## src/hdl/mfp_pkg.sv

```systemverilog
package mfp_pkg;

    localparam int haddr_width = 32;
    localparam int hdata_width = 32;
    localparam int hport_count = 3;

    // Slave port indices
    localparam int port_reset = 0;
    localparam int port_ram   = 1;
    localparam int port_gpio  = 2;

    // Compared with physical address bits 28:22
    localparam logic [6:0] reset_addr_match = 7'h7f;
    localparam logic [6:0] gpio_addr_match  = 7'h7e;

    // Compared with bits 28:26, 64 MB window
    localparam logic [2:0] ram_addr_match = 3'h0;

    // 4 MB regions
    typedef struct packed {
        logic [2:0]              seg;
        logic [6:0]              match;
        logic [haddr_width-11:0] offset;
    } haddr_region_t;

    // 64 MB memory window
    typedef struct packed {
        logic [2:0]             seg;
        logic [2:0]             match;
        logic [haddr_width-7:0] offset;
    } haddr_mem_t;

    typedef union packed {
        haddr_region_t region;
        haddr_mem_t    mem;
    } haddr_t;

    typedef enum logic [1:0] {
        htrans_idle   = 2'b00,
        htrans_busy   = 2'b01,
        htrans_nonseq = 2'b10,
        htrans_seq    = 2'b11
    } htrans_t;

    typedef enum logic [2:0] {
        hsize_byte = 3'b000,
        hsize_half = 3'b001,
        hsize_word = 3'b010
    } hsize_t;

    typedef struct packed {
        haddr_t  haddr;
        htrans_t htrans;
        hsize_t  hsize;
        logic    hwrite;
    } ahb_req_t;

    typedef struct packed {
        logic [hdata_width-1:0] hrdata;
        logic                   hreadyout;
        logic                   hresp;
    } ahb_rsp_t;

endpackage
```

## src/hdl/ahb_lite_1xn.sv

```systemverilog
`timescale 1ns/100ps

module ahb_lite_1xn (
    input  logic                                            HCLK,
    input  logic                                            rst_n,

    // Master side
    input  mfp_pkg::ahb_req_t                               s_req,
    input  logic [mfp_pkg::hdata_width-1:0]                 s_hwdata,
    output mfp_pkg::ahb_rsp_t                               s_rsp,

    // Slave side
    output mfp_pkg::ahb_req_t                               m_req,
    output logic [mfp_pkg::hdata_width-1:0]                 m_hwdata,
    output logic [mfp_pkg::hport_count-1:0]                 m_hsel,
    output logic                                            m_hready,
    input  mfp_pkg::ahb_rsp_t [mfp_pkg::hport_count-1:0]    m_rsp,

    // Address decoder
    output mfp_pkg::haddr_t                                 d_haddr,
    input  logic [mfp_pkg::hport_count-1:0]                 d_hsel
);
    import mfp_pkg::*;

    logic                   active;
    logic [hport_count-1:0] sel_q;
    ahb_rsp_t               rsp_mux;

    // Request and write data go to every slave
    assign m_req    = s_req;
    assign m_hwdata = s_hwdata;

    assign d_haddr = s_req.haddr;
    assign m_hsel  = d_hsel;

    assign active = (s_req.htrans == htrans_nonseq) || (s_req.htrans == htrans_seq);

    // Select of the transfer now in its data phase
    always_ff @(posedge HCLK) begin
        if (!rst_n) begin
            sel_q <= '0;
        end else if (m_hready) begin
            sel_q <= active ? d_hsel : '0;
        end
    end

    // Idle or unmapped data phase completes with OKAY and zero data
    always_comb begin
        rsp_mux.hrdata    = '0;
        rsp_mux.hreadyout = 1'b1;
        rsp_mux.hresp     = 1'b0;
        for (int i = 0; i < hport_count; i++) begin
            if (sel_q[i]) begin
                rsp_mux = m_rsp[i];
            end
        end
    end

    assign s_rsp    = rsp_mux;
    assign m_hready = rsp_mux.hreadyout;

endmodule

```

## config.mk

```make
export PLATFORM = sky130hd
export DESIGN_NAME = ahb_lite_1xn
export DESIGN_NICKNAME = d
export VERILOG_FILES = /design/src/hdl/mfp_pkg.sv /design/src/hdl/ahb_lite_1xn.sv
export SDC_FILE = /design/constraint.sdc
export NUM_CORES = 1
export LEC_CHECK = 0
export ABC_AREA = 1
export BUFFER_PORTS_ARGS = -buffer_cell sky130_fd_sc_hd__clkbuf_2
export CAP_MARGIN = 0
export CORE_AREA = 3 3 121 123
export CTS_CLUSTER_SIZE = 28
export DETAILED_ROUTE_END_ITERATION = 7
export DIE_AREA = 0 0 124 126
export GPL_ROUTABILITY_DRIVEN = 1
export GPL_TIMING_DRIVEN = 0
export PLACE_DENSITY = 0.53
export SKIP_LAST_GASP = 1
export SLEW_MARGIN = 20
export SYNTH_ARGS = -nofsm -noshare
export SYNTH_HDL_FRONTEND = slang
export SYNTH_SLANG_ARGS = --single-unit
```

## constraint.sdc

```tcl
create_clock -name HCLK -period 1.1 [get_ports HCLK]
set_input_delay 0.165 -clock HCLK [delete_from_list [all_inputs] [get_ports HCLK]]
set_output_delay 0.165 -clock HCLK [all_outputs]
set_load 0.005 [all_outputs]
```

Yosys cells after proc, flatten, opt, wreduce, memory -nomap -nowiden
Index checks and enable logic that the tools add are counted.

storage, ports and cells
  bits in registers = 3
  input bits = 177
  output and inout port bits = 140
  word-level logic and storage cells = 8

operators by class
  equality and inequality tests = 2
  multiplexer cells = 4
  reduce and logical (&&, ||, !) cells = 1

operators with widths
  cell                count
  $mux 34             3
  $eq 2x2->1 const B  2
  $mux 3              1
  $logic_or 1x1->1    1

Logic depth before layout (Yosys ltp)
  depth after elaboration = 3
  gate-level depth with buffers = 7
  gate-level depth less buffers = 6

Worst setup path after synthesis
No wires, ideal clock.

  kind = register to output
  start = register sel_q[1]
  end = output port s_rsp[1] in the netlist's numbering
  data arrival time = 0.865 ns
  data required time = 0.935 ns
  path slack = 0.070 ns
  stages on the path, launching flop included = 7
  path buffers = 2
  cells stage by stage = dfxtp_1 > buf_6 > inv_8 > nand3b_4 > nand2_4 > nand2_2 > buf_4

between the ends
  longest elaborated chain between the ends = 2

ends and longest elaborated chain
  element                   RTL line            source
  start: declaration        ahb_lite_1xn.sv:26  logic [hport_count-1:0] sel_q;
  start signal: assignment  ahb_lite_1xn.sv:43  sel_q <= active ? d_hsel : '0;
  $mux 34 (2 in a row)      ahb_lite_1xn.sv:53  if (sel_q[i]) begin
  end: declaration          ahb_lite_1xn.sv:10  output mfp_pkg::ahb_rsp_t s_rsp,

No other way between the ends.

==> results.rst <==
.. list-table::
   :header-rows: 1

   * - Metric
     - Value
   * - Clock-pin slew of the registers on the worst-case setup and hold paths
     - 0.03 ns
   * - Met2 usage in global routing
     - 0.195
   * - Final-report hold violation count
     - 0
   * - Largest net degree at the start of global routing
     - 11
   * - 1st-iter DRT viols
     - 37
   * - Max reg flops
     - 3
   * - Number of cells on the worst hold path
     - 3
   * - Syn Inst Count
     - 286
   * - Leak Pwr
     - 2.17 nW
   * - Reg-to-Reg End
     - sel_q[2]
   * - Total iterations of the first detailed-routing run
     - 4
   * - Top-area cell type share of the netlist area
     - 0.482
   * - Synth area leaders
     - buf_4 (48%), a21oi_1 (19%), nand3_1 (10%)
   * - Capturing element type of the critical path
     - primary output
   * - Synth Warn #
     - 0
   * - Setup slack of the worst register-to-register path
     - -0.17 ns
   * - Largest family of logic cells by synthesized area
     - buffers and inverters
   * - Worst setup path start
     - sel_q[1]
   * - Count of max-cap constraint violations
     - 0
   * - Antenna violations before repair
     - 0
   * - Core area
     - 13800 sq um
   * - Maximum level of the CTS H-tree
     - 1
   * - Top reg by flops
     - sel_q
   * - Fraction of layout instances using a drive strength above 1
     - 0.786
   * - Maximum operating frequency
     - 693 MHz
   * - Worst slew slack as a fraction of its limit
     - 0.857
   * - Fraction of synthesized cell area in xor and xnor cells
     - 0
   * - Overall Power
     - 0.00420 W
   * - Starting density of the core
     - 0.129
   * - Period utilisation layout
     - 1.31
   * - Tightest Pin Transition
     - 0.214 ns
   * - Synth-to-layout area growth
     - 118%
   * - Distinct cells, synth
     - 17
   * - TritonCTS clock tree
     - done
   * - Half-perimeter wire length after placement
     - 6970 um
   * - Insertion delay to the later sink of the worst-skew pair
     - 0.22 ns
   * - Max Buffers Root-to-Sink
     - 2
   * - Total number of vias
     - 2735
   * - Type of element launching the critical path
     - register
   * - Worst endpoint required time
     - 0.94 ns
   * - Synthesized area divided by synthesized cell count
     - 6.21 sq um
   * - Post-Route WL
     - 9170 um
   * - Die outline height
     - 126 um
   * - Capture point of the worst path
     - s_rsp[1]
   * - Met1 track demand over resource
     - 0.103
   * - Grt ovf
     - 0
   * - Worst setup skew after layout
     - 0.00161 ns
   * - Number of vias per cell after detailed routing
     - 3.72
   * - Seq cells post-synth
     - 3
   * - Run status
     - complete, but fails checks
   * - Hold Startpoint
     - rst_n
   * - Worst setup slack after layout
     - -0.344 ns
   * - Global routing met3 resource utilization
     - 0.00763
   * - Synthesized netlist net count
     - 463
   * - Overall global routing resource usage
     - 0.0934
   * - Setup repair after global routing missed its margin
     - yes
   * - Number of pins with negative max-slew slack in the final report
     - 0
   * - Synth area leader
     - buf_4
   * - Final critical-path required period
     - 1.44 ns
   * - Largest voltage drop on the vdd net
     - 0.908 mV
   * - Crit Path Max Fanout
     - 7
   * - Fraction of the mapped netlist area in adder cells
     - 0
   * - Crit Reg-Reg Startpoint
     - sel_q[0]
   * - Count of cells along the worst register-to-register path
     - 8
   * - Path type of the worst setup path
     - reg -> out
   * - Regs by FF count
     - sel_q: 3 flops
   * - Number of top-level design ports
     - 317
   * - Most crowded layer after global routing
     - met2
   * - Number of rows in the core area
     - 43
   * - Final weighted congestion in routability-driven placement
     - 0.768
   * - Number of endpoints failing setup at the final stage
     - 38
   * - Antenna fix cells
     - 0
   * - Via count of the first global-routing pass
     - 2508
   * - Power Density
     - 1080 nW/um^2
   * - Multiplexer share of the synthesized area
     - 0
   * - Failing checks
     - negative setup slack
   * - Register area share after synthesis
     - 0.0338
   * - Per-cell routed wire length
     - 12.5 um
   * - Total number of nets in the final design
     - 733
   * - PortBufs
     - 247
   * - Area share of and/or/nand/nor cells after synthesis
     - 0.213
   * - First-pass GRT wire length
     - 11700 um
   * - CTS sink count
     - 3
   * - Compound-gate portion of the synthesized area
     - 0.208
   * - Die X-Extent
     - 124 um
   * - Post-synthesis instance area
     - 1780 sq um
   * - Total clock buffers created by CTS
     - 3
   * - Clk root buf
     - clkbuf_16
   * - Worst min-delay path category
     - in -> reg
   * - Fraction of the core area covered by cells at the end of the flow
     - 0.281
   * - Total Die Area
     - 15600 sq um
   * - Antenna Nets Post-Route
     - 0
   * - Data arrival, critical path
     - 1.28 ns
   * - Count of filler cells inserted in the layout
     - 1542
   * - Remaining routing DRC violations
     - 0
worst max-delay path, stage by stage (launching register included):
cell and delay (ns):
dfxtp_4 0.43, clkinv_8 0.10, buf_12 0.14, nand3b_4 0.07
nand2_4 0.06, nand2_4 0.07, buf_6 0.10, buf_6 0.08
cell usage after synthesis:
| cell type | number |
|---|---|
| nand2_1 | 8 |
| nor2_1 | 35 |
| a21oi_2 | 1 |
| nand2_4 | 1 |
| nand3b_4 | 1 |
| inv_8 | 1 |
| inv_2 | 1 |
| buf_4 | 114 |
| dfxtp_1 | 3 |
| a21oi_4 | 1 |
| o21ai_0 | 1 |
| nand2_2 | 1 |
| a21oi_1 | 68 |
| buf_2 | 5 |
| buf_6 | 5 |
| inv_1 | 4 |
| nand3_1 | 36 |
routing by layer:
layer | vias to the layer above | wire, um
li1 | 1380 | -
met1 | 1175 | 3170
met2 | 174 | 5120
met3 | 6 | 829
met4 | 0 | 59
met5 | - | 0
per-stage QoR:
| step | setup TNS, ns | instance area [sq um] | std cells | hold slack (ns) | setup slack (ns) |
|---|---|---|---|---|---|
| 2_1_floorplan | 0 | 1780 | 286 | 0.286 | 0.0700 |
| 3_3_place_gp | -5.41 | 3240 | 713 | 0.414 | -0.303 |
| 4_1_cts | -11.86 | 3570 | 726 | 0.183 | -0.362 |
| 5_1_grt | -12.45 | 3880 | 735 | 0.211 | -0.391 |
| 3_5_place_dp | -5.66 | 3240 | 713 | 0.418 | -0.272 |
| 6_report | -10.04 | 3880 | 735 | 0.185 | -0.344 |
cell families (layout without fill, tap and decap cells):
kind of cell	count (synthesis)	count (layout)
AO/OA/AOI/OAI	71	71
buffers and inverters	130	399
flip-flops	3	3
AND/OR/NAND/NOR	82	82
power breakdown:
group / leakage [nW] / internal (W) / total, W / switching, W
logic: 2.11 / 0.00187 / 0.00344 / 0.00157
registers: 0.0261 / 0.000141 / 0.000189 / 0.0000483
clock network: 0.0382 / 0.000478 / 0.000570 / 0.0000920
worst min path at each step:
| stage | to |
|---|---|
| after floorplan | sel_q[0] |
| after global placement | sel_q[0] |
| after detailed placement | sel_q[0] |
| after CTS | sel_q[1] |
| after global routing | sel_q[2] |
| final | sel_q[1] |
area by class of cell:
| cell class | count | area, sq um | area share |
|---|---|---|---|
| Inverter | 6 | 47.5 | 0.0123 |
| Sequential cell | 3 | 66.3 | 0.0171 |
| Buffer | 123 | 1040 | 0.269 |
| Tap cell | 180 | 225 | 0.0581 |
| Timing Repair Buffer | 266 | 1490 | 0.384 |
| Multi-Input combinational cell | 153 | 928 | 0.240 |
| Clock buffer | 4 | 78.8 | 0.0203 |
repair_timing:
item                       4_1_cts  5_1_grt
hold buffers                     0        0
pin swaps                       15        8
setup endpoints to repair       35       38
gates cloned                     1        5
setup buffers                    8        6
gates resized for setup         40       58
cell usage in the layout (no fill, tap or decap):
master / netlist / routed
a21oi_1: 68 / 52
a21oi_2: 1 / 17
a21oi_4: 1 / 1
buf_12: 0 / 6
buf_2: 5 / 9
buf_4: 114 / 116
buf_6: 5 / 10
buf_8: 0 / 6
clkbuf_1: 0 / 1
clkbuf_16: 0 / 7
clkbuf_2: 0 / 238
clkinv_8: 0 / 2
dfxtp_2: 0 / 2
dfxtp_4: 0 / 1
inv_1: 4 / 4
nand2_1: 8 / 8
nand2_4: 1 / 2
nand3_1: 36 / 28
nand3_2: 0 / 5
nand3_4: 0 / 3
nand3b_4: 1 / 1
nor2_1: 35 / 26
nor2_2: 0 / 4
nor2_4: 0 / 5
o21ai_2: 0 / 1
(Power assumes the default switching activity.)
