===== src/hdl/mfp_pkg.sv =====
package mfp_pkg;

    localparam int haddr_width = 32;
    localparam int hdata_width = 32;
    localparam int hport_count = 3;

    // Slave port indices
    localparam int port_reset = 0;
    localparam int port_ram   = 1;
    localparam int port_gpio  = 2;

    // Compared with physical address bits 28:22
    localparam logic [6:0] reset_addr_match = 7'h7f;
    localparam logic [6:0] gpio_addr_match  = 7'h7e;

    // Compared with bits 28:26, 64 MB window
    localparam logic [2:0] ram_addr_match = 3'h0;

    // 4 MB regions
    typedef struct packed {
        logic [2:0]              seg;
        logic [6:0]              match;
        logic [haddr_width-11:0] offset;
    } haddr_region_t;

    // 64 MB memory window
    typedef struct packed {
        logic [2:0]             seg;
        logic [2:0]             match;
        logic [haddr_width-7:0] offset;
    } haddr_mem_t;

    typedef union packed {
        haddr_region_t region;
        haddr_mem_t    mem;
    } haddr_t;

    typedef enum logic [1:0] {
        htrans_idle   = 2'b00,
        htrans_busy   = 2'b01,
        htrans_nonseq = 2'b10,
        htrans_seq    = 2'b11
    } htrans_t;

    typedef enum logic [2:0] {
        hsize_byte = 3'b000,
        hsize_half = 3'b001,
        hsize_word = 3'b010
    } hsize_t;

    typedef struct packed {
        haddr_t  haddr;
        htrans_t htrans;
        hsize_t  hsize;
        logic    hwrite;
    } ahb_req_t;

    typedef struct packed {
        logic [hdata_width-1:0] hrdata;
        logic                   hreadyout;
        logic                   hresp;
    } ahb_rsp_t;

endpackage

===== src/hdl/mfp_ahb_gpio.sv =====
`timescale 1ns/100ps

module mfp_ahb_gpio #(
    parameter int gpior_count = 8,
    parameter int gpiow_count = 8
) (
    input  logic                                              HCLK,
    input  logic                                              rst_n,
    input  mfp_pkg::ahb_req_t                                 req,
    input  logic [mfp_pkg::hdata_width-1:0]                   hwdata,
    input  logic                                              hsel,
    input  logic                                              hready,
    output mfp_pkg::ahb_rsp_t                                 rsp,
    input  logic [gpior_count-1:0][mfp_pkg::hdata_width-1:0]  gpio_rd,
    output logic [mfp_pkg::hdata_width-1:0]                   gpio_wd,
    output logic [gpiow_count-1:0]                            gpio_we
);
    import mfp_pkg::*;

    logic                   active;
    logic [19:0]            idx;
    logic [hdata_width-1:0] rd_word;
    logic                   wr_fire;

    logic                   wr_q;
    logic [19:0]            idx_q;
    logic [hdata_width-1:0] rdata_q;
    logic [hdata_width-1:0] wd_q;

    assign active = hsel && ((req.htrans == htrans_nonseq) || (req.htrans == htrans_seq));

    // Word index, byte offset dropped
    assign idx = req.haddr.region.offset[21:2];

    // Out of range reads return zero
    always_comb begin
        rd_word = '0;
        for (int i = 0; i < gpior_count; i++) begin
            if (idx == 20'(i)) begin
                rd_word = gpio_rd[i];
            end
        end
    end

    always_ff @(posedge HCLK) begin
        if (!rst_n) begin
            wr_q <= 1'b0;
        end else if (hready) begin
            wr_q <= active && req.hwrite && (idx < gpiow_count);
        end
    end

    always_ff @(posedge HCLK) begin
        if (hready) begin
            idx_q   <= idx;
            rdata_q <= rd_word;
        end
    end

    assign wr_fire = wr_q && hready;

    always_ff @(posedge HCLK) begin
        if (!rst_n) begin
            wd_q <= '0;
        end else if (wr_fire) begin
            wd_q <= hwdata;
        end
    end

    // Strobe and data visible during the write data phase
    always_comb begin
        gpio_we = '0;
        for (int i = 0; i < gpiow_count; i++) begin
            gpio_we[i] = wr_fire && (idx_q == 20'(i));
        end
    end

    assign gpio_wd = wr_fire ? hwdata : wd_q;

    assign rsp.hrdata    = rdata_q;
    assign rsp.hreadyout = 1'b1;
    assign rsp.hresp     = 1'b0;

endmodule


===== config.mk =====
export PLATFORM = sky130hd
export DESIGN_NAME = mfp_ahb_gpio
export DESIGN_NICKNAME = d
export VERILOG_FILES = /design/src/hdl/mfp_pkg.sv /design/src/hdl/mfp_ahb_gpio.sv
export SDC_FILE = /design/constraint.sdc
export NUM_CORES = 1
export LEC_CHECK = 0
export BUFFER_PORTS_ARGS = -buffer_cell sky130_fd_sc_hd__clkbuf_2
export CORE_AREA = 2 2 159 161
export DETAILED_ROUTE_END_ITERATION = 10
export DIE_AREA = 0 0 161 163
export PLACE_DENSITY = 0.47
export SYNTH_ARGS = -nofsm -noshare
export SYNTH_HDL_FRONTEND = slang
export SYNTH_SLANG_ARGS = --single-unit

===== constraint.sdc =====
create_clock -name HCLK -period 5.8 [get_ports HCLK]
set_input_delay 0.29 -clock HCLK [delete_from_list [all_inputs] [get_ports HCLK]]
set_output_delay 0.29 -clock HCLK [all_outputs]
set_load 0.005 [all_outputs]

# After elaboration in Yosys (flattened, before gate mapping)
# Index checks and enable logic that the tools add are counted.
# totals
elab_cells	45
regBits	85
output_inout_bits	74
# classes
muxes	9
order_cmp	1
n_eq_ne	16
reduce_logical	15
# ops
op	n
$mux 32	9
$eq 20x3->1 const B	8
$eq 20x2->1 const B	4
$eq 20x1->1 const B	2
$logic_not 20->1	2
$lt 20x4->1 const B	1
$logic_and 1x1->1	12
$eq 2x2->1 const B	2
$logic_or 1x1->1	1

# Logic depth before layout (Yosys ltp)
# Gate-level depths: netlist of run 1.
# depth
ltp_word	9
depth_mapped	8

# Worst setup path before layout of run 1
# Ideal clock, no wire load.
# synth_timing
path_kind	flip-flop to output port
startpoint	register idx_q[10]
endpoint	output gpio_we[2]
t_arrival_ps	2043
required_ps	5510
path_stages_with_launch	5
n_path_buf	0
slack_ps	3467
path_cell_list	edfxtp_1 -> or4_1 -> or4b_1 -> or4b_4 -> nor4_1
# synth_via
elab_chain_cells	2
# synth_lines
element	line	rtl
start: declaration	mfp_ahb_gpio.sv:26	logic [19:0] idx_q;
start signal: assignment	mfp_ahb_gpio.sv:55	idx_q <= idx;
$eq 20x2->1	mfp_ahb_gpio.sv:74	gpio_we[i] = wr_fire && (idx_q == 20'(i));
$logic_and 1x1->1	mfp_ahb_gpio.sv:74	
end: declaration	mfp_ahb_gpio.sv:16	output logic [gpiow_count-1:0] gpio_we
# Every way passes these cells.

# Worst setup path after layout of run 1
# Ends and elaborated chain as after synthesis.

==> impl_results.md, run 1 <==
- Worst EP arrival: 2.61 ns
- Cell Area, Synth: roughly 5200 sq um
- RR Endpoint: wd_q[19]
- Die W: 161 um
- Die Y: 163 um
- Hold_sp: req[14]
- Worst Path Required: 5.51 ns
- Seq/Total Area, Yosys: 0.427
- Final hold violation count: 0
- Logic pwr share: 0.172
- DR pass1 iterations: 4
- Status: finished clean
- CTS buffer count: 9
- R2R depth: 4
- Vias: roughly 5300
- WL per Instance: 17.9 um
- Port Buf Inserts: 385
- Sw Ratio: 0.249
- Worst hold path depth: 1
- EDFF count, synth: 52
- Num ports: 404
- VDD IR max: 118 uV
- Setup tns final: 0 ns
- Fmax: 345 MHz
- Ys Warns: 0
- Maxcap violations: 0
- Initial antenna violation count: 0
- Leakage power: about 3.7 nW
- Clock Tree Buf Depth: 2
- Final instance area: between 7000 and 8000 sq um
- Slew HR: 0.220
- Fillers: 2693
- RSZ-0062 raised after global routing: false
- Hpwl dp: 16500 um
- Measured slew at the worst slew-check pin: 1.17 ns
- Flop pwr share: 0.441
- Num Clock Sinks: 85
- FF+latch count, synth: 85
- P_int: 1.14 mW
- Core area: 24700 sq um
- Vias in the first global route: 5242
- Cells after Synth: 483
- Pwr dens: 197 nW/um^2
- Slack of the worst reg-to-reg path: 4.38 ns
- WL final: 21100 um
- Hold path endpoint: idx_q[6]
- Fin. max-slew vios: 0
- Critical setup path kind: reg -> out
- CTS tree: yes
- Crit start category: register
- Share of cells above drive strength 1: 0.564
- Largest net degree at the start of global routing: 64
- Asr flop ratio synth: 0
- Pre-CTS WS: 2.81 ns
- Final Critical Period: 2.90 ns
- Nets: 1170
- Via-per-instance ratio: between 4 and 5
- Inserted Diodes: 0
- DRT iter0 DRCs: 200
- Netlist cell types: 40
- Synth Net Count: 813
- Post-cts repair resize count: 0
- Site Rows: 58
- Area growth, synth to finish: 48.2%
- Worst reg2reg startpoint: wr_q
- CTS Root Cell: clkbuf_16
- Initial Util: 0.211
- Reg clk slew, reported paths: 0.07 ns
- Die area: 26200 sq um
- Worst setup margin: 2.90 ns
- Remaining global-route overflow: 0
- Final setup fails: 0
- Worst Path Max Fanout: 4
- # H-tree levels: 3
- RePlAce Congestion: 0.779
- Synth Flop Type: edfxtp_1
- Antenna viol nets, final: 0
- Post-route DRC: 0
- Setup Skew: a little over 0.006 ns
- Setup Fix Bufs, Post-CTS: 0
- Clk Latency, worst-skew pair: ~0.34 ns
- Placed cell area: 7420 sq um
- Post-CTS Hold Fix Bufs: 0
- First-pass GRT wire length: 30700 um
- Clock power share: 0.387
- Worst hold path class: in -> reg
- Tcrit/Tclk final: 0.500
- CP Capture Type: output port
- Switching Power: between 0.3 and 0.4 mW
- Synthesized area per cell: 10.8 sq um
- GRT Resource Usage Total: 0.155
cells by family (layout without fill, tap and decap cells):
| logic type | count (synthesis) | in the layout | share of synthesized area |
|---|---|---|---|
| DFF | 85 | 85 | 0.427 |
| and+or+nand+nor | 103 | 103 | 0.113 |
| other | 2 | 2 | 0.00144 |
| muxes | 111 | 111 | 0.229 |
| buffers and inverters | 52 | 414 | 0.0396 |
| AOI/OAI and AO/OA | 130 | 130 | 0.191 |
placed cells by master, fill, tap and decap left out, types with 3 or more instances in the layout:
master and count:
nand3_1 4, mux2i_1 47, nor4_1 7, nand2b_1 4
nor2_1 11, nor2b_1 9, and3_1 3, o22ai_1 19
clkinvlp_4 3, inv_1 7, o221ai_1 5, a21o_1 6
clkbuf_2 384, nor3_1 4, and2_1 35, a21oi_1 10
o21ai_0 19, o211ai_1 6, a22oi_1 10, a22o_1 20
mux2_2 64, clkbuf_16 9, a221o_1 22, nand2_1 16
o221a_2 3, buf_4 7, a32o_1 6, dfxtp_1 33
edfxtp_1 52, a32oi_1 3
registers in the layout, summed over array words and instances, names as in the netlist:
name / cells
rdata_q: 32
idx_q: 20
wr_q: 1
wd_q: 32
worst max-delay path, cell delays in order (launching register included):
cell and delay, ns:
edfxtp_1 0.35, or4_1 0.50, or4b_1 0.53, or4b_4 0.54, nor4_1 0.19, clkbuf_2 0.16
metal layers:
layer  track usage  vias to the layer above  routed length [um]
met5             0                        -                   0
met4        0.0260                        0                 128
met3        0.0474                        9                1720
met2         0.275                      250               10600
met1         0.187                     2420                8620
li1              -                     2595                   -
how the worst max path moves through the flow:
stage	from	endpoint	cells after the start
5_1_grt	idx_q[13]	gpio_we[2]	5
6_report	idx_q[10]	gpio_we[2]	5
3_3_place_gp	req[8]	rdata_q[6]	6
2_1_floorplan	idx_q[10]	gpio_we[2]	4
4_1_cts	idx_q[10]	gpio_we[2]	5
3_5_place_dp	req[8]	rdata_q[6]	6
synthesized netlist by cell type (all sizes together), types with 11 or more instances:
| cell type | number | share of area |
|---|---|---|
| a221o | 22 | 0.042 |
| o22ai | 19 | 0.023 |
| o21ai | 19 | 0.018 |
| mux2 | 64 | 0.14 |
| mux2i | 47 | 0.090 |
| and2 | 35 | 0.042 |
| a22o | 20 | 0.034 |
| clkbuf | 33 | 0.024 |
| nor2 | 11 | 0.0079 |
| edfxtp | 52 | 0.30 |
| dfxtp | 33 | 0.13 |
| nand2 | 16 | 0.012 |
| buf | 12 | 0.011 |
power by group through the flow:
stage / sequential, mW / clock (mW) / combinational, mW
after detailed placement: 0.684 / 0 / 0.264
after CTS: 0.671 / 0.621 / 0.265
final: 0.671 / 0.589 / 0.261
after global placement: 0.684 / 0 / 0.263
after global routing: 0.673 / 0.643 / 0.288
after floorplan: 0.685 / 0 / 0.105
metrics by stage:
step	hold WS, ns	util	std cells	power [mW]
2_1_floorplan	0.389	-	483	0.790
3_3_place_gp	0.482	0.301	1159	0.948
3_5_place_dp	0.484	0.301	1159	0.949
4_1_cts	0.111	0.313	1175	1.56
5_1_grt	0.117	0.313	1175	1.60
6_report	0.139	0.313	1175	1.52
area by class of cell:
| cell class | instances | area [sq um] | area share |
|---|---|---|---|
| Multi-Input combinational cell | 346 | 2780 | 0.361 |
| Timing Repair Buffer | 391 | 1970 | 0.256 |
| Tap cell | 330 | 413 | 0.0535 |
| Inverter | 7 | 26.3 | 0.00340 |
| Clock inverter | 6 | 70.1 | 0.00908 |
| Sequential cell | 85 | 2220 | 0.288 |
| Clock buffer | 10 | 229 | 0.0297 |
(Power assumes the default switching activity.)
==> inputs of run 2 (changes only) <==
Settings changed: CORE_AREA 2 2 159 161 to 2 2 158 160, DIE_AREA 0 0 161 163 to 0 0 160 162, PLACE_DENSITY 0.47 to 0.5.
Clock period 5.8 ns to 2.5 ns, I/O delays scaled along.
==> run 2 against run 1 <==
Compared with the run above: the flow now finishes with violations (setup timing); critical endpoint is now gpio_we[1]; cell count increased by 2.0%; global-route usage increased by 1.0 points; register-to-register slack got worse by 3.4 ns; clock skew decreased by 0.00052 ns; core utilization increased by 1.9 points; cell area increased by 3.7%; total power increased by 130%.
==> impl_results.md, run 2 (synthesis results as in run 1) <==
- Share of cells above drive strength 1: 0.572
- Vias: 5401
- CTS buffer count: 9
- Die W: 160 um
- Die area: between 20000 and 30000 sq um
- Hpwl dp: 17600 um
- Worst hold path class: in -> reg
- Hold path endpoint: idx_q[5]
- Crit-path cells: or4_1, or4b_4, or4_4, nor3_1, clkbuf_2
- Hold_sp: req[13]
- Clk Latency, worst-skew pair: 0.34 ns
- Fin. max-slew vios: 0
- Nets: 1197
- Worst Path Max Fanout: 4
- Final hold violation count: 0
- CTS Root Cell: clkbuf_16
- Core area: approximately 24000 sq um
- CTS tree: yes
- R2R depth: 4
- Maxcap violations: 0
- Worst EP arrival: 2.57 ns
- Vias in the first global route: 5538
- Largest regs: rdata_q (32), wd_q (32), idx_q (20)
- Die Y: 162 um
- Max stage delay on crit path: 0.53 ns
- # H-tree levels: 3
- Fmax: roughly 370 MHz
- Worst hold path depth: 1
- Tcrit/Tclk final: 1.08
- Measured slew at the worst slew-check pin: 0.767 ns
- Crit start category: register
- CP max-delay cell: or4_1
- Area growth, synth to finish: 53.7%
- Initial antenna violation count: 2
- Critical setup path kind: reg -> out
- Clock Tree Buf Depth: 2
- Finished Layout Cells: ~1200
- RSZ-0062 raised after global routing: true
- Via-per-instance ratio: 4.51
- Port Buf Inserts: about 390
- Slack of the worst reg-to-reg path: 1.00 ns
- Pwr dens: 434 nW/um^2
- Num Clock Sinks: 85
- Setup Skew: between 0.005 and 0.006 ns
- Worst setup margin: -0.200 ns
- Most frequent cells in the layout: clkbuf_2, mux2_2, edfxtp_1
- RR Endpoint: wd_q[23]
- Slew HR: 0.489
- Site Rows: 57
- Failing checks: setup timing
- Fillers: 2578
- RePlAce Congestion: 0.835
- Placed cells: 1164
- Initial Util: 0.216
- Leakage power: 3.87 nW
- Status: finished, violations left
- VDD IR max: 262 uV
- WL per Instance: 18.3 um
- Multi-input logic area: 2830 sq um
- Reg clk slew, reported paths: 0.07 ns
- Final setup fails: 8
- Pre-CTS WS: ~0.13 ns
- Num ports: 404
- Setup tns final: -1.25 ns
- CP Capture Type: output port
- Commonest non-fill, non-tap cell in the layout: clkbuf_2
- WL final: between 20000 and 25000 um
- Worst Path Required: 2.38 ns
- Antenna viol nets, final: 0
- First-pass GRT wire length: 32400 um
- PnR Total Power: around 3.5 mW
- Worst reg2reg startpoint: wr_q
- Register area: roughly 2200 sq um
- Remaining global-route overflow: 0
- DRT iter0 DRCs: 270
- Post-route DRC: 0
- Largest net degree at the start of global routing: 55
- DR pass1 iterations: 4
- GRT Resource Usage Total: 0.165
- Final Critical Period: 2.70 ns
==> run 2: how the worst max path moves through the flow <==
stage | startpoint | end | slack (ns) | depth (start not counted)
after floorplan | idx_q[10] | gpio_we[2] | 0.33 | 4
after global placement | idx_q[10] | gpio_we[2] | 0.13 | 5
after detailed placement | idx_q[10] | gpio_we[2] | 0.13 | 5
after CTS | idx_q[10] | gpio_we[0] | -0.21 | 5
after global routing | idx_q[10] | gpio_we[2] | -0.28 | 5
final | idx_q[10] | gpio_we[1] | -0.20 | 5
==> run 2: per-layer routing <==
layer | vias to the layer above | track usage | share of wire
met1 | 2467 | 0.198 | 0.41
li1 | 2648 | - | -
met3 | 22 | 0.0406 | 0.079
met5 | - | 0 | 0
met4 | 0 | 0.0504 | 0.018
met2 | 264 | 0.292 | 0.49
==> run 2: stage by stage <==
stage	hold slack, ns	utilization	instance area [sq um]
6_report	0.0287	0.332	8010
5_1_grt	0.00205	0.332	8000
4_1_cts	0.0107	0.331	7970
3_5_place_dp	0.320	0.312	7520
3_3_place_gp	0.319	0.312	7520
2_1_floorplan	0.224	-	5210
==> run 2: repair_timing <==
item	CTS	global route
setup endpoints to repair	8	10
gates cloned	0	0
hold buffers	15	0
hold endpoints to repair	15	0
pin swaps	1	2
resized for setup	4	11
buffers inserted	0	1
==> run 2: critical path, delay by kind of cell, from the launching register on <==
| family | cells | cell delay, ns |
|---|---|---|
| and+or+nand+nor | 4 | 1.72 |
| buffers and inverters | 1 | 0.16 |
| DFF | 1 | 0.35 |
==> run 2: power breakdown <==
group          internal [mW]  total (mW)  switching (mW)  leakage [nW]
Combinational          0.352       0.637           0.286          2.97
Sequential              1.54        1.56          0.0211         0.765
Clock                  0.682        1.28           0.598         0.133
Total                   2.57        3.48           0.904          3.87
==> run 2: layout make-up <==
type,count,area share
antenna,2,0.000625
timing repair buffer,418,0.280
inverter,7,0.00328
tap,324,0.0506
multi-input combinational,346,0.354
clock buffer,10,0.0286
clock inverter,6,0.00594
sequential,85,0.278
==> inputs of run 3 (changes only) <==
Settings changed: CELL_PAD_IN_SITES_DETAIL_PLACEMENT from default to 0, CELL_PAD_IN_SITES_GLOBAL_PLACEMENT from default to 1, PLACE_DENSITY 0.5 to 0.71.
==> run 3 against run 2 <==
Compared with the run above: the run still ends with setup timing left; clock power increased by 6%; cell area increased by 0.44%; setup slack gained 0.029 ns; wire length decreased by 1.3%; critical path type unchanged; largest cell class unchanged.
==> impl_results.md, run 3 (synthesis results as in run 1) <==
- Status: finished, violations left
- Failing checks: setup timing
- RePlAce Congestion: 0.826
- Antenna viol nets, final: 0
- Largest net degree at the start of global routing: 55
- Maxcap violations: 0
- Finished Layout Cells: 1197
- First-pass GRT wire length: ~32000 um
- Fin. max-slew vios: 0
- Critical setup path kind: reg -> out
- Die Y: 162 um
- Register area: ~2200 sq um
- Final Critical Period: ~2.7 ns
- Worst setup margin: -0.171 ns
- Commonest non-fill, non-tap cell in the layout: clkbuf_2
- Worst Path Max Fanout: 4
- Site Rows: 57
- Die area: roughly 26000 sq um
- Via-per-instance ratio: 4.54
- Setup Skew: 0.0101 ns
- Area growth, synth to finish: 54.3%
- Fillers: 2555
- Worst reg2reg startpoint: wr_q
- CTS tree: yes
- Fmax: between 300 and 400 MHz
- Crit start category: register
- Largest regs: rdata_q (32), wd_q (32), idx_q (20)
- Final hold violation count: 0
- Nets: 1198
- Worst hold path class: in -> reg
- Pwr dens: about 440 nW/um^2
- WL final: 21700 um
- Clk Latency, worst-skew pair: 0.34 ns
- R2R depth: 4
- Port Buf Inserts: 385
- CTS Root Cell: clkbuf_16
- Placed cells: 1165
- Initial antenna violation count: 0
- Slack of the worst reg-to-reg path: 0.95 ns
- WL per Instance: 18.1 um
- Leakage power: about 3.9 nW
- Worst hold path depth: 1
- WHS: between 0.04 and 0.05 ns
- Critical path origin: idx_q[10]
- Die W: about 160 um
- Hpwl dp: 17200 um
- CTS buffer count: 9
- Final setup fails: 8
- Vias: 5437
- PnR Total Power: around 3.6 mW
- DRT iter0 DRCs: just under 300
- Slew HR: 0.216
- Worst EP arrival: 2.55 ns
- Core area: 24100 sq um
- Reg clk slew, reported paths: 0.07 ns
- RSZ-0062 raised after global routing: true
- Hold path endpoint: idx_q[2]
- RR Endpoint: wd_q[27]
- Share of cells above drive strength 1: 0.570
- Clock Tree Buf Depth: 2
- Setup tns final: -0.998 ns
- Remaining global-route overflow: 0
- # H-tree levels: 3
- VDD IR max: 244 uV
- Multi-input logic area: 2830 sq um
- Most frequent cells in the layout: clkbuf_2, mux2_2, edfxtp_1
- CP Capture Type: output port
- GRT Resource Usage Total: 0.163
- Num ports: 404
- Vias in the first global route: 5580
- Num Clock Sinks: 85
- Inserted Diodes: 0
- Post-route DRC: 0
- Initial Util: 0.216
- Tcrit/Tclk final: 1.07
- Measured slew at the worst slew-check pin: 1.17 ns
- Pre-CTS WS: 0.121 ns
- Worst Path Required: ~2.4 ns
- Hold_sp: req[10]
- DR pass1 iterations: 4
-- run 3: cell types whose count changed in the layout (fill, tap and decap cells not counted), moves of 2 or more --
cell,previous run,this run
buf_2,4,6
clkbuf_2,380,378
diode_2,2,0
nor2_2,2,0
-- run 3: how the worst max path moves through the flow --
stage | slack [ns] | endpoint
5_1_grt | -0.27 | gpio_we[2]
3_5_place_dp | 0.12 | gpio_we[0]
4_1_cts | -0.18 | gpio_we[2]
2_1_floorplan | 0.33 | gpio_we[2]
3_3_place_gp | 0.15 | gpio_we[2]
6_report | -0.17 | gpio_we[2]
-- run 3: routing by layer --
metal | wire, um | track usage | vias to the layer above
met3 | 1630 | 0.0419 | 20
met4 | 376 | 0.0455 | 0
met1 | 8780 | 0.191 | 2500
met2 | 10900 | 0.293 | 268
met5 | 0 | 0 | -
li1 | - | - | 2649
-- run 3: final cells by class --
cell class	count	share of cell area
repair buffers	419	0.281
flip-flops and latches	85	0.276
clock inverters	6	0.00653
well taps	324	0.0504
inverters	7	0.00327
clock buffers	10	0.0297
multi-input cells	346	0.352
-- run 3: through the flow --
stage | util | instance area [sq um]
5_1_grt | 0.334 | 8040
3_5_place_dp | 0.313 | 7540
4_1_cts | 0.333 | 8020
2_1_floorplan | - | 5210
6_report | 0.334 | 8040
3_3_place_gp | 0.313 | 7540
-- run 3: worst max-delay path: stages, from the launching register on --
cell and delay (ns):
edfxtp_1 0.35, or4_1 0.53, or4b_4 0.50, or4b_4 0.54
nor4_2 0.15, buf_2 0.15
-- run 3: repair_timing --
item / 4_1_cts / 5_1_grt
hold endpoints to repair: 16 / 0
setup endpoints to repair: 8 / 8
gates resized for setup: 6 / 9
hold buffers: 16 / 0
pin swaps: 3 / 0
setup buffers: 0 / 0
-- run 3: power breakdown --
part           leakage, nW  switching, mW  internal [mW]
clock network        0.146          0.639          0.721
logic                 2.98          0.290          0.354
registers            0.765         0.0214           1.54
